<file path="src/aluPkg.sv">
`default_nettype none

package aluPkg;

    // Datapath and bus widths
    localparam int dataWidth = 32;
    localparam int opWidth   = 4;
    localparam int addrWidth = 5;

    // Register byte addresses
    localparam logic [addrWidth-1:0] regOpA    = 5'h00;
    localparam logic [addrWidth-1:0] regOpB    = 5'h04;
    localparam logic [addrWidth-1:0] regCtrl   = 5'h08; // Opcode in bits 3:0
    localparam logic [addrWidth-1:0] regResult = 5'h0C;
    localparam logic [addrWidth-1:0] regStatus = 5'h10; // Flags 4:0, count 15:8

    // Opcodes
    localparam logic [opWidth-1:0] opAnd  = 4'h0;
    localparam logic [opWidth-1:0] opOr   = 4'h1;
    localparam logic [opWidth-1:0] opAdd  = 4'h2;
    localparam logic [opWidth-1:0] opXor  = 4'h3;
    localparam logic [opWidth-1:0] opSll  = 4'h4;
    localparam logic [opWidth-1:0] opSrl  = 4'h5;
    localparam logic [opWidth-1:0] opSub  = 4'h6;
    localparam logic [opWidth-1:0] opSra  = 4'h7;
    localparam logic [opWidth-1:0] opSlt  = 4'h8;
    localparam logic [opWidth-1:0] opSltu = 4'h9;

    typedef struct packed {
        logic [dataWidth-1:0] opA;
        logic [dataWidth-1:0] opB;
        logic [opWidth-1:0]   op;
    } issueT;

    typedef enum logic [2:0] {
        unitNone,
        unitAdder,
        unitLogic,
        unitShift,
        unitCompare
    } unitT;

    typedef struct packed {
        logic [dataWidth-1:0] opA;
        logic [dataWidth-1:0] opB;
        logic [opWidth-1:0]   op;
        unitT                 unit;
        logic                 subtract;  // Adder inverts B, carry-in set
        logic                 signedCmp;
        logic                 illegal;
    } decodedT;

    typedef struct packed {
        logic [dataWidth-1:0] result;
        logic                 adderCarry;
        logic                 adderOverflow;
        logic                 flagArith; // ADD or SUB
        logic                 illegal;
    } execT;

    typedef struct packed {
        logic zero;
        logic negative;
        logic carry;
        logic overflow;
        logic illegal;
    } flagsT;

endpackage

`default_nettype wire

</file>
<file path="src/aluAxiRegs.sv">
`timescale 1ns/1ps
`default_nettype none

module aluAxiRegs (
    input  logic                           clk,
    input  logic                           rst,
    // AXI4-Lite write address and data
    input  logic [aluPkg::addrWidth-1:0]   awaddr,
    input  logic                           awvalid,
    output logic                           awready,
    input  logic [aluPkg::dataWidth-1:0]   wdata,
    input  logic [aluPkg::dataWidth/8-1:0] wstrb,
    input  logic                           wvalid,
    output logic                           wready,
    output logic [1:0]                     bresp,
    output logic                           bvalid,
    input  logic                           bready,
    // AXI4-Lite read
    input  logic [aluPkg::addrWidth-1:0]   araddr,
    input  logic                           arvalid,
    output logic                           arready,
    output logic [aluPkg::dataWidth-1:0]   rdata,
    output logic [1:0]                     rresp,
    output logic                           rvalid,
    input  logic                           rready,
    // Pipeline side
    output logic                           issueValid,
    output aluPkg::issueT                  issueItem,
    input  logic [aluPkg::dataWidth-1:0]   result,
    input  aluPkg::flagsT                  flags,
    input  logic [7:0]                     doneCount
);
    import aluPkg::*;

    logic                 wrReady;
    logic                 wrAccept;
    logic                 rdAccept;
    logic                 regWrite;
    logic [dataWidth-1:0] opAReg;
    logic [dataWidth-1:0] opBReg;
    logic [opWidth-1:0]   lastOp;
    logic [dataWidth-1:0] readMux;

    assign awready  = wrReady;       // AW and W taken together
    assign wready   = wrReady;
    assign wrAccept = wrReady & awvalid & wvalid;
    assign rdAccept = arready & arvalid;
    assign regWrite = wrAccept & (&wstrb);   // Partial strobes ignored
    assign bresp    = 2'b00;
    assign rresp    = 2'b00;

    always_ff @(posedge clk) begin
        if (rst) begin
            wrReady <= 1'b0;
            bvalid  <= 1'b0;
        end else begin
            // One-cycle ready pulse once both channels are valid
            wrReady <= awvalid & wvalid & ~bvalid & ~wrReady;
            if (wrAccept) begin
                bvalid <= 1'b1;
            end else if (bready) begin
                bvalid <= 1'b0;
            end
        end
    end

    always_ff @(posedge clk) begin
        if (rst) begin
            opAReg     <= '0;
            opBReg     <= '0;
            lastOp     <= '0;
            issueValid <= 1'b0;
        end else begin
            issueValid <= regWrite && (awaddr == regCtrl);
            if (regWrite) begin
                case (awaddr)
                    regOpA:  opAReg <= wdata;
                    regOpB:  opBReg <= wdata;
                    regCtrl: lastOp <= wdata[opWidth-1:0];
                    default: ;      // Result, status and holes are read-only
                endcase
            end
        end
    end

    // Snapshot of the operands at the control write
    always_ff @(posedge clk) begin
        if (regWrite && (awaddr == regCtrl)) begin
            issueItem.opA <= opAReg;
            issueItem.opB <= opBReg;
            issueItem.op  <= wdata[opWidth-1:0];
        end
    end

    always_comb begin
        case (araddr)
            regOpA:    readMux = opAReg;
            regOpB:    readMux = opBReg;
            regCtrl:   readMux = {{(dataWidth-opWidth){1'b0}}, lastOp};
            regResult: readMux = result;
            regStatus: readMux = {{(dataWidth-16){1'b0}}, doneCount, 3'b000, flags};
            default:   readMux = '0;
        endcase
    end

    always_ff @(posedge clk) begin
        if (rst) begin
            arready <= 1'b0;
            rvalid  <= 1'b0;
        end else begin
            arready <= ~rvalid & ~rdAccept;   // Blocked while R is held
            if (rdAccept) begin
                rvalid <= 1'b1;
            end else if (rready) begin
                rvalid <= 1'b0;
            end
        end
    end

    always_ff @(posedge clk) begin
        if (rdAccept) begin
            rdata <= readMux;   // Stable until rready
        end
    end

endmodule

`default_nettype wire

</file>
<file path="src/aluDecodeStage.sv">
`timescale 1ns/1ps
`default_nettype none

module aluDecodeStage (
    input  logic            clk,
    input  logic            rst,
    input  logic            inValid,
    input  aluPkg::issueT   inItem,
    output logic            outValid,
    output aluPkg::decodedT outItem
);
    import aluPkg::*;

    decodedT decoded;

    always_comb begin
        decoded.opA       = inItem.opA;
        decoded.opB       = inItem.opB;
        decoded.op        = inItem.op;
        decoded.unit      = unitNone;
        decoded.subtract  = 1'b0;
        decoded.signedCmp = 1'b0;
        decoded.illegal   = 1'b0;
        case (inItem.op)
            opAdd: decoded.unit = unitAdder;
            opSub: begin
                decoded.unit     = unitAdder;
                decoded.subtract = 1'b1;
            end
            opAnd, opOr, opXor: decoded.unit = unitLogic;
            opSll, opSrl, opSra: decoded.unit = unitShift;
            opSlt: begin
                decoded.unit      = unitCompare;
                decoded.subtract  = 1'b1;     // Compare on A - B
                decoded.signedCmp = 1'b1;
            end
            opSltu: begin
                decoded.unit     = unitCompare;
                decoded.subtract = 1'b1;
            end
            default: decoded.illegal = 1'b1;  // 0xA to 0xF
        endcase
    end

    always_ff @(posedge clk) begin
        if (rst) begin
            outValid <= 1'b0;
        end else begin
            outValid <= inValid;
        end
    end

    // Payload only
    always_ff @(posedge clk) begin
        if (inValid) begin
            outItem <= decoded;
        end
    end

endmodule

`default_nettype wire

</file>
<file path="src/aluExecuteStage.sv">
`timescale 1ns/1ps
`default_nettype none

module aluExecuteStage (
    input  logic            clk,
    input  logic            rst,
    input  logic            inValid,
    input  aluPkg::decodedT inItem,
    output logic            outValid,
    output aluPkg::execT    outItem
);
    import aluPkg::*;

    logic [dataWidth-1:0] adderSum;
    logic                 adderCarryOut;
    logic                 adderOverflow;
    logic [dataWidth-1:0] logicResult;
    logic [dataWidth-1:0] shiftResult;
    logic [dataWidth-1:0] cmpResult;
    logic [dataWidth-1:0] unitResult;
    logic [4:0]           shamt;
    logic                 lessThan;
    logic                 isArith;
    execT                 executed;

    claAdder adderInst (
        .a        (inItem.opA),
        .b        (inItem.opB),
        .subtract (inItem.subtract),
        .sum      (adderSum),
        .carryOut (adderCarryOut),
        .overflow (adderOverflow)
    );

    assign shamt = inItem.opB[4:0];

    always_comb begin
        case (inItem.op)
            opAnd:   logicResult = inItem.opA & inItem.opB;
            opOr:    logicResult = inItem.opA | inItem.opB;
            default: logicResult = inItem.opA ^ inItem.opB;
        endcase
    end

    always_comb begin
        case (inItem.op)
            opSll:   shiftResult = inItem.opA << shamt;
            opSrl:   shiftResult = inItem.opA >> shamt;
            default: shiftResult = $signed(inItem.opA) >>> shamt; // SRA, sign fill
        endcase
    end

    // Signed: sign of difference corrected by overflow
    // Unsigned: borrow out of A - B
    assign lessThan  = inItem.signedCmp ? (adderSum[dataWidth-1] ^ adderOverflow)
                                        : ~adderCarryOut;
    assign cmpResult = {{(dataWidth-1){1'b0}}, lessThan};
    assign isArith   = (inItem.op == opAdd) || (inItem.op == opSub);

    always_comb begin
        case (inItem.unit)
            unitAdder:   unitResult = adderSum;
            unitLogic:   unitResult = logicResult;
            unitShift:   unitResult = shiftResult;
            unitCompare: unitResult = cmpResult;
            default:     unitResult = '0;   // Illegal op
        endcase
    end

    always_comb begin
        executed.result        = unitResult;
        // Carry flag sense: inverted carry-out when subtracting
        executed.adderCarry    = adderCarryOut ^ inItem.subtract;
        executed.adderOverflow = adderOverflow;
        executed.flagArith     = isArith;
        executed.illegal       = inItem.illegal;
    end

    always_ff @(posedge clk) begin
        if (rst) begin
            outValid <= 1'b0;
        end else begin
            outValid <= inValid;
        end
    end

    always_ff @(posedge clk) begin
        if (inValid) begin
            outItem <= executed;
        end
    end

endmodule

`default_nettype wire

</file>
<file path="src/aluFlagStage.sv">
`timescale 1ns/1ps
`default_nettype none

module aluFlagStage (
    input  logic                         clk,
    input  logic                         rst,
    input  logic                         inValid,
    input  aluPkg::execT                 inItem,
    output logic                         outValid,
    output logic [aluPkg::dataWidth-1:0] result,
    output aluPkg::flagsT                flags,
    output logic [7:0]                   doneCount
);
    import aluPkg::*;

    flagsT nextFlags;

    always_comb begin
        nextFlags.zero     = (inItem.result == '0);
        nextFlags.negative = inItem.result[dataWidth-1];
        // Only ADD and SUB report carry and overflow
        nextFlags.carry    = inItem.flagArith & inItem.adderCarry;
        nextFlags.overflow = inItem.flagArith & inItem.adderOverflow;
        nextFlags.illegal  = inItem.illegal;
    end

    // Result and flags hold until the next completion
    always_ff @(posedge clk) begin
        if (rst) begin
            outValid  <= 1'b0;
            result    <= '0;
            flags     <= '0;
            doneCount <= '0;
        end else begin
            outValid <= inValid;
            if (inValid) begin
                result    <= inItem.result;
                flags     <= nextFlags;
                doneCount <= doneCount + 8'd1;   // Wraps at 256
            end
        end
    end

endmodule

`default_nettype wire

</file>
<file path="src/aluTop.sv">
`timescale 1ns/1ps
`default_nettype none

module aluTop (
    input  logic                           clk,
    input  logic                           rst,
    input  logic [aluPkg::addrWidth-1:0]   awaddr,
    input  logic                           awvalid,
    output logic                           awready,
    input  logic [aluPkg::dataWidth-1:0]   wdata,
    input  logic [aluPkg::dataWidth/8-1:0] wstrb,
    input  logic                           wvalid,
    output logic                           wready,
    output logic [1:0]                     bresp,
    output logic                           bvalid,
    input  logic                           bready,
    input  logic [aluPkg::addrWidth-1:0]   araddr,
    input  logic                           arvalid,
    output logic                           arready,
    output logic [aluPkg::dataWidth-1:0]   rdata,
    output logic [1:0]                     rresp,
    output logic                           rvalid,
    input  logic                           rready
);
    import aluPkg::*;

    logic                 issueValid;
    issueT                issueItem;
    logic                 decValid;
    decodedT              decItem;
    logic                 exeValid;
    execT                 exeItem;
    logic                 flagValid;   // Completion strobe, watched by the checker
    logic [dataWidth-1:0] result;
    flagsT                flags;
    logic [7:0]           doneCount;

    aluAxiRegs regsInst (
        .clk, .rst,
        .awaddr, .awvalid, .awready,
        .wdata, .wstrb, .wvalid, .wready,
        .bresp, .bvalid, .bready,
        .araddr, .arvalid, .arready,
        .rdata, .rresp, .rvalid, .rready,
        .issueValid, .issueItem,
        .result, .flags, .doneCount
    );

    aluDecodeStage decodeInst (
        .clk, .rst,
        .inValid (issueValid), .inItem (issueItem),
        .outValid (decValid), .outItem (decItem)
    );

    aluExecuteStage executeInst (
        .clk, .rst,
        .inValid (decValid), .inItem (decItem),
        .outValid (exeValid), .outItem (exeItem)
    );

    aluFlagStage flagInst (
        .clk, .rst,
        .inValid (exeValid), .inItem (exeItem),
        .outValid (flagValid),
        .result, .flags, .doneCount
    );

endmodule

`default_nettype wire

</file>
<file path="src/claAdder.sv">
`timescale 1ns/1ps
`default_nettype none

module claAdder (
    input  logic [aluPkg::dataWidth-1:0] a,
    input  logic [aluPkg::dataWidth-1:0] b,
    input  logic                         subtract,
    output logic [aluPkg::dataWidth-1:0] sum,
    output logic                         carryOut,
    output logic                         overflow
);
    import aluPkg::*;

    logic [dataWidth-1:0] bInv;
    logic [dataWidth-1:0] prop;
    logic [dataWidth-1:0] gen;
    logic [dataWidth:0]   carry;    // carry[i] is the carry into bit i

    // Two's complement subtract
    assign bInv     = b ^ {dataWidth{subtract}};
    assign prop     = a ^ bInv;
    assign gen      = a & bInv;
    assign carry[0] = subtract;

    // Eight 4-bit lookahead groups, rippling between groups
    for (genvar g = 0; g < dataWidth / 4; g++) begin : genGroup
        logic [3:0] p;
        logic [3:0] gn;
        logic       cin;

        assign p   = prop[4*g +: 4];
        assign gn  = gen[4*g +: 4];
        assign cin = carry[4*g];

        assign carry[4*g+1] = gn[0] | (p[0] & cin);
        assign carry[4*g+2] = gn[1] | (p[1] & gn[0]) | (p[1] & p[0] & cin);
        assign carry[4*g+3] = gn[2] | (p[2] & gn[1]) | (p[2] & p[1] & gn[0])
                            | (p[2] & p[1] & p[0] & cin);
        // Group carry-out
        assign carry[4*g+4] = gn[3] | (p[3] & gn[2]) | (p[3] & p[2] & gn[1])
                            | (p[3] & p[2] & p[1] & gn[0])
                            | (p[3] & p[2] & p[1] & p[0] & cin);
    end

    assign sum      = prop ^ carry[dataWidth-1:0];
    assign carryOut = carry[dataWidth];   // Raw, not inverted for SUB
    // Carry into the sign bit against carry out of it
    assign overflow = carry[dataWidth-1] ^ carry[dataWidth];

endmodule

`default_nettype wire

</file>
<file path="config.mk">
export PLATFORM = sky130hd
export DESIGN_NAME = aluTop
export DESIGN_NICKNAME = d
export VERILOG_FILES = /design/src/aluPkg.sv /design/src/aluAxiRegs.sv /design/src/aluDecodeStage.sv /design/src/aluExecuteStage.sv /design/src/aluFlagStage.sv /design/src/aluTop.sv /design/src/claAdder.sv
export SDC_FILE = /design/constraint.sdc
export NUM_CORES = 1
export LEC_CHECK = 0
export BUFFER_PORTS_ARGS = -buffer_cell sky130_fd_sc_hd__clkbuf_2
export CELL_PAD_IN_SITES_DETAIL_PLACEMENT = 0
export CELL_PAD_IN_SITES_GLOBAL_PLACEMENT = 2
export CORE_UTILIZATION = 37
export CTS_CLUSTER_SIZE = 30
export DETAILED_ROUTE_END_ITERATION = 10
export HOLD_SLACK_MARGIN = 0.06
export PLACE_DENSITY_LB_ADDON = 0.3
export SLEW_MARGIN = 0
export SYNTH_ARGS = -nofsm -noshare
export SYNTH_HDL_FRONTEND = slang
export SYNTH_SLANG_ARGS = --single-unit
</file>
<file path="constraint.sdc">
create_clock -name clk -period 6.95 [get_ports clk]
set_clock_uncertainty 0.2 [all_clocks]
set_input_delay 0.695 -clock clk [delete_from_list [all_inputs] [get_ports clk]]
set_output_delay 0.695 -clock clk [all_outputs]
set_load 0.01 [all_outputs]
</file>
# Word-level counts from Yosys, hierarchy flattened
# Cells that the tools add are included.
dict set report totals {
  reg_bits 330
  input_bits 53
  output_inout_bits 41
  wordCells 326
}
dict set report classes {
  n_addsub 1
  n_eq_ne 24
  shifts 3
  muxes 13
  n_bitwise 233
  reduce_logical 19
}
# operator n
set op_table {}
lappend op_table {{one-hot mux 32 bit (5 select lines)} 1}
lappend op_table {{AND 1 bit} 138}
lappend op_table {{one-hot mux 32 bit (2 select lines)} 2}
lappend op_table {{one-hot mux 32 bit (4 select lines)} 1}
lappend op_table {{bitwise XOR 32 bit} 4}
lappend op_table {{OR 1 bit} 80}
lappend op_table {{AND 32 bit} 2}
lappend op_table {{logical NOT 32 bit} 1}
lappend op_table {{OR 32 bit} 1}
lappend op_table {{<< shifter 32 x 5 -> 32 bit} 1}
lappend op_table {{>> shifter 32 x 5 -> 32 bit} 1}
lappend op_table {{>>> shifter 32 x 5 -> 32 bit} 1}
lappend op_table {{== test 4 x 3 -> 1 bit (second input constant)} 7}
lappend op_table {{== test 5 x 4 -> 1 bit (second input constant)} 3}
lappend op_table {{== test 4 x 2 -> 1 bit (second input constant)} 3}
lappend op_table {{one-hot mux 3 bit (4 select lines)} 1}
lappend op_table {{== test 5 x 3 -> 1 bit (second input constant)} 2}
lappend op_table {{logical NOT 5 bit} 2}
lappend op_table {{OR reduction 10 bit} 1}
lappend op_table {{OR reduction 3 bit} 3}
lappend op_table {{adder 8 x 1 -> 8 bit (second input constant)} 1}
lappend op_table {{== test 4 x 1 -> 1 bit (second input constant)} 2}
lappend op_table {{== test 4 bit (second input constant)} 2}
lappend op_table {{logical NOT 4 bit} 2}
lappend op_table {{other kinds (13)} 31}

# Depth between registers and ports, before layout
dict set report depth {
  depth_word 25
  ltp_mapped 16
  depth_no_buf 12
}

# Cells and area by module
# From an unflattened synthesis, not the netlist that was laid out.
dict set report hier_totals {
  hier_cells 1952
  hier_area_um2 20154.3
}
# module n_inst cells_each area_per_inst_um2 seq_area_each_um2
set by_module_without_submodules {}
lappend by_module_without_submodules {aluExecuteStage 1 969 7513.5 1101.1}
lappend by_module_without_submodules {aluAxiRegs 1 512 6930.4 4464.3}
lappend by_module_without_submodules {aluDecodeStage 1 85 2306.0 2242.2}
lappend by_module_without_submodules {claAdder 1 216 1709.1 0.0}
lappend by_module_without_submodules {aluFlagStage 1 170 1695.4 900.9}

# Least setup slack after synthesis
# No wires, ideal clock.
dict set report synth_path {
  path_type {input-to-reg}
  start {input awaddr[0] in the netlist's numbering}
  end {register, netlist name regsInst.issueItem[0]}
  setup_ps 593
  arrival_time_ps 6043
  required_time_ps 6157
  setup_slack_ps 115
  cell_stages 3
  path_buffers 0
  path_cell_list {nor3b_1 -> nand3_1 -> nor3b_1}
}
dict set report synth_between {
  elab_chain_cells 2
}
# element line_no
set synth_rtl {}
lappend synth_rtl {{start: declaration} aluTop.sv:7} ;# input logic [aluPkg::addrWidth-1:0] awaddr,
lappend synth_rtl {{== test 5 x 4 -> 1 bit} aluAxiRegs.sv:88} ;# if (regWrite && (awaddr == regCtrl)) begin
lappend synth_rtl {{logical AND 1 bit} aluAxiRegs.sv:88}
# No other way between the ends.
# A chain may end at the register's enable or synchronous reset.

==> results.py <==
metrics = {
    "run_status": {
        "outcome": "finished, final reports clean",
    },
    "yosys": {
        "synth_seq_area_share_pct": 44.8,
        "synth_flop_cell": "sky130_fd_sc_hd__edfxtp_1",
        "synth.ff_latch_count": 329,
        "postSynthAreaPerCell_um2": 10.3,
        "cell_area_synth_mm2": 0.0194,
        "synthesis.instances": 1884,
        "synth_warnings": 0,
        "synth_edf_count": 210,
        "ys_async_sr_fraction_pct": 0,
        "yosysUniqueCellTypes": 77,
    },
    "floorplanning": {
        "die_span_in_x_um": 231,
        "floorplan.die.height_um": 231,
        "std_cell_rows": 83,
        "top_level_ports": 94,
        "initial_core_util_pct": 37.6,
        "fp.dieArea_mm2": 0.0533,
        "standard_cell_core_area_mm2": 0.0515,
    },
    "finish": {
        "layout.filler_cells": 5128,
        "layout.cells.most_common_list": "246 x sky130_fd_sc_hd__nand2_1, 210 x sky130_fd_sc_hd__edfxtp_1, 162 x sky130_fd_sc_hd__nor2_1, 156 x sky130_fd_sc_hd__a21oi_1, 117 x sky130_fd_sc_hd__dfxtp_1",
        "layout-drive-gt1-share_pct": 13.8,
        "layout.area.seq_mm2": 0.00869,
        "synthToLayoutAreaGrowth_pct": 10.1,
        "multi_input_comb_area_mm2": 0.00970,
        "finalNetCount": 2058,
        "antenna-diode-count": 0,
        "layout.cells.most_common": "sky130_fd_sc_hd__nand2_1",
    },
    "worst_setup_path": {
        "critical_path_top_delay_cell": "sky130_fd_sc_hd__edfxtp_1",
        "cp_slowest_stage_delay_ns": 1.08,
        "arrival_time_reported_for_the_critical_path_endpoint_ns": 4.46,
        "r2r.worst_path.cells": 13,
        "crit_required_ns": 6.99,
        "worstPathCellList": "buf_4, xor2_1, ha_1, a21oi_1, o21ai_0, a211o_1, o21ai_0, and2_1, fa_1, xor2_1, o22ai_1, a31oi_1, nand2_1",
        "critical_path.max_fanout": 22,
        "crit_path_end_kind": "register",
        "setup.worst_path.start_class": "register",
        "worstSetupPathType": "register to register",
    },
    "placement": {
        "detailed_place_hpwl_mm": 43.4,
        "gp_routability_congestion": 0.909,
        "placement.io_buffers": 89,
    },
    "clock_tree": {
        "clkSinkCount": 329,
        "cts_root_cell": "sky130_fd_sc_hd__clkbuf_16",
        "tritoncts_clock_tree": "yes",
        "cts_setup_buffers": 0,
        "cts_buffers": 34,
        "cts_resized": 0,
        "clkLatencyLatePin_ns": 0.53,
        "postCtsHoldBufs": 0,
        "cts_max_path_buffers": 3,
        "path_clk_slew_ns": 0.06,
        "h_tree_levels": 2,
    },
    "grt": {
        "first_global_vias": 14800,
        "track_usage_pct": 23.5,
        "first_pass_grt_wire_length_mm": 95.5,
        "antenna_found_initial": 4,
        "grt_overflow": 0,
        "maximum_number_of_pins_on_one_net_before_global_route_repair": 82,
    },
    "route": {
        "wire_per_inst_um": 24.0,
        "detailroute.via_count": 15300,
        "initial_drc_count": 1417,
        "drcViolationCount": 0,
        "viasPerCell": 5.88,
        "drt_first_pass_iters": 6,
        "wirelength_mm": 62.5,
        "antenna_left": 0,
    },
    "timing": {
        "setup_repair_after_global_routing_missed_its_margin": "no",
        "tightestPinTransition_ns": 1.17,
        "final-setup-viol-count": 0,
        "fin_worst_hold_slack_ns": 0.191,
        "final-hold-violation-count": 0,
        "maxSlewViolCount": 0,
        "final.min_clock_period_ns": 4.42,
        "timing.setup.tns_ns": 0,
        "max_slew_margin_pct": 22.1,
        "fin_crit_sh_pct": 63.6,
        "maximum_clock_frequency_mhz": 226,
    },
    "min_path": {
        "worst_hold_path_cell_count": 3,
        "holdCritPathClass": "primary input to register",
    },
    "power": {
        "p_leak_nw": 7.84,
        "power.density_mw_per_mm2": 185,
        "irDropWorstVdd_v": 0.000177,
    },
    "flow_run": {
        "drv_cap": 0,
    },
}
==> sequential cells by signal, indices dropped and copies added, names as in the netlist <==
| register | flops |
|---|---|
| executeInst.outItem | 36 |
| flagInst.doneCount | 8 |
| regsInst.issueItem | 68 |
| flagInst.result | 31 |
| regsInst.rvalid | 1 |
| regsInst.awready | 1 |
| regsInst.issueValid | 1 |
| decodeInst.outItem | 74 |
| regsInst.opBReg | 32 |
| flagInst.flags | 5 |
| regsInst.bvalid | 1 |
| decodeInst.outValid | 1 |
| regsInst.opAReg | 32 |
| regsInst.rdata | 32 |
| regsInst.arready | 1 |
| executeInst.outValid | 1 |
| regsInst.lastOp | 4 |
==> logic make-up (layout without fill, tap and decap cells) <==
kind of cell,after synthesis,count (layout),synth area share (%)
and+or+nand+nor,558,558,12.6
AOI/OAI and AO/OA,466,466,15.9
DFF,329,329,44.8
buffers and inverters,225,262,5.47
muxes,140,140,11.4
adders and majority gates,105,105,7.05
xor gates and xnor gates,60,60,2.71
other,1,4,0.0193
==> worst paths after layout <==
path	endpoint	start	slack, ns
max	executeInst.outItem[29]	decodeInst.outItem[2]	2.53
min	regsInst.awready	awvalid	0.19
max reg2reg	executeInst.outItem[29]	decodeInst.outItem[2]	2.53
min reg2reg	decodeInst.outItem[51]	regsInst.issueItem[45]	0.22
==> worst max-delay path, delay by kind of cell (launching register included) <==
family / cells / cell delay [ns]
buffers and inverters: 1 / 0.44
AOI/OAI and AO/OA: 6 / 1.33
and+or+nand+nor: 2 / 0.27
adders and majority gates: 2 / 0.47
xor gates and xnor gates: 2 / 0.33
DFF: 1 / 1.08
==> stage by stage <==
stage          power (W)  setup WS [ns]  instances  util [%]  area (um2)
2_1_floorplan    0.00214          0.115       1887         -       19400
3_3_place_gp     0.00218           2.65       2544      39.3       20200
3_5_place_dp     0.00218           2.53       2544      39.3       20200
4_1_cts          0.00401           2.55       2604      41.4       21400
5_1_grt          0.00408           2.27       2604      41.4       21400
6_report         0.00396           2.53       2604      41.4       21400
==> metal layers <==
layer	track usage [%]	part of all wire [%]
met3	3.29	7.2
met1	34.1	46
met2	36.9	45
met4	5.30	1.9
met5	0	0.051
==> cell type report <==
type	instances	share of cell area, %
clock buffer	44	4.40
clock inverter	16	0.826
timing repair buffer	121	3.22
tap	680	3.98
multi-input combinational	1333	45.4
sequential	329	40.7
inverter	81	1.42
==> report_power, final <==
group | internal, W | switching (W) | total, W
Combinational | 0.0000203 | 0.0000478 | 0.0000681
Clock | 0.00107 | 0.000752 | 0.00182
Sequential | 0.00206 | 0.00000286 | 0.00207
==> cells in the mapped netlist, types with 6 or more instances <==
library cell	instances	area, um2
sky130_fd_sc_hd__nand3_1	26	130
sky130_fd_sc_hd__nor2b_1	8	50.1
sky130_fd_sc_hd__buf_2	13	65.1
sky130_fd_sc_hd__buf_1	13	48.8
sky130_fd_sc_hd__mux2_2	11	124
sky130_fd_sc_hd__o221ai_1	10	87.6
sky130_fd_sc_hd__inv_1	80	300
sky130_fd_sc_hd__xnor2_1	10	87.6
sky130_fd_sc_hd__fa_1	7	140
sky130_fd_sc_hd__a21oi_1	156	781
sky130_fd_sc_hd__nand4_1	15	93.8
sky130_fd_sc_hd__clkbuf_1	86	323
sky130_fd_sc_hd__mux4_2	51	1150
sky130_fd_sc_hd__ha_1	98	1230
sky130_fd_sc_hd__nor3_1	27	135
sky130_fd_sc_hd__buf_4	12	90.1
sky130_fd_sc_hd__nor3b_1	9	67.6
sky130_fd_sc_hd__or3_1	11	68.8
sky130_fd_sc_hd__o21a_1	6	45.0
sky130_fd_sc_hd__nand2_1	246	923
sky130_fd_sc_hd__a31oi_1	16	100
sky130_fd_sc_hd__o2111ai_1	7	61.3
sky130_fd_sc_hd__a21o_1	11	82.6
sky130_fd_sc_hd__o22ai_1	13	81.3
sky130_fd_sc_hd__mux2i_1	68	681
sky130_fd_sc_hd__a22oi_1	13	97.6
sky130_fd_sc_hd__buf_6	14	158
sky130_fd_sc_hd__a22o_1	51	447
sky130_fd_sc_hd__dfxtp_1	119	2380
sky130_fd_sc_hd__mux4_1	10	263
sky130_fd_sc_hd__o211ai_1	29	218
sky130_fd_sc_hd__a211oi_1	29	218
sky130_fd_sc_hd__o21ai_0	66	330
sky130_fd_sc_hd__edfxtp_1	210	6310
sky130_fd_sc_hd__o21bai_1	6	45.0
sky130_fd_sc_hd__nand2b_1	13	81.3
sky130_fd_sc_hd__xor2_1	50	438
sky130_fd_sc_hd__nor4_1	15	93.8
sky130_fd_sc_hd__nor2_1	163	612
No activity file was read; power rests on OpenSTA's default activity.
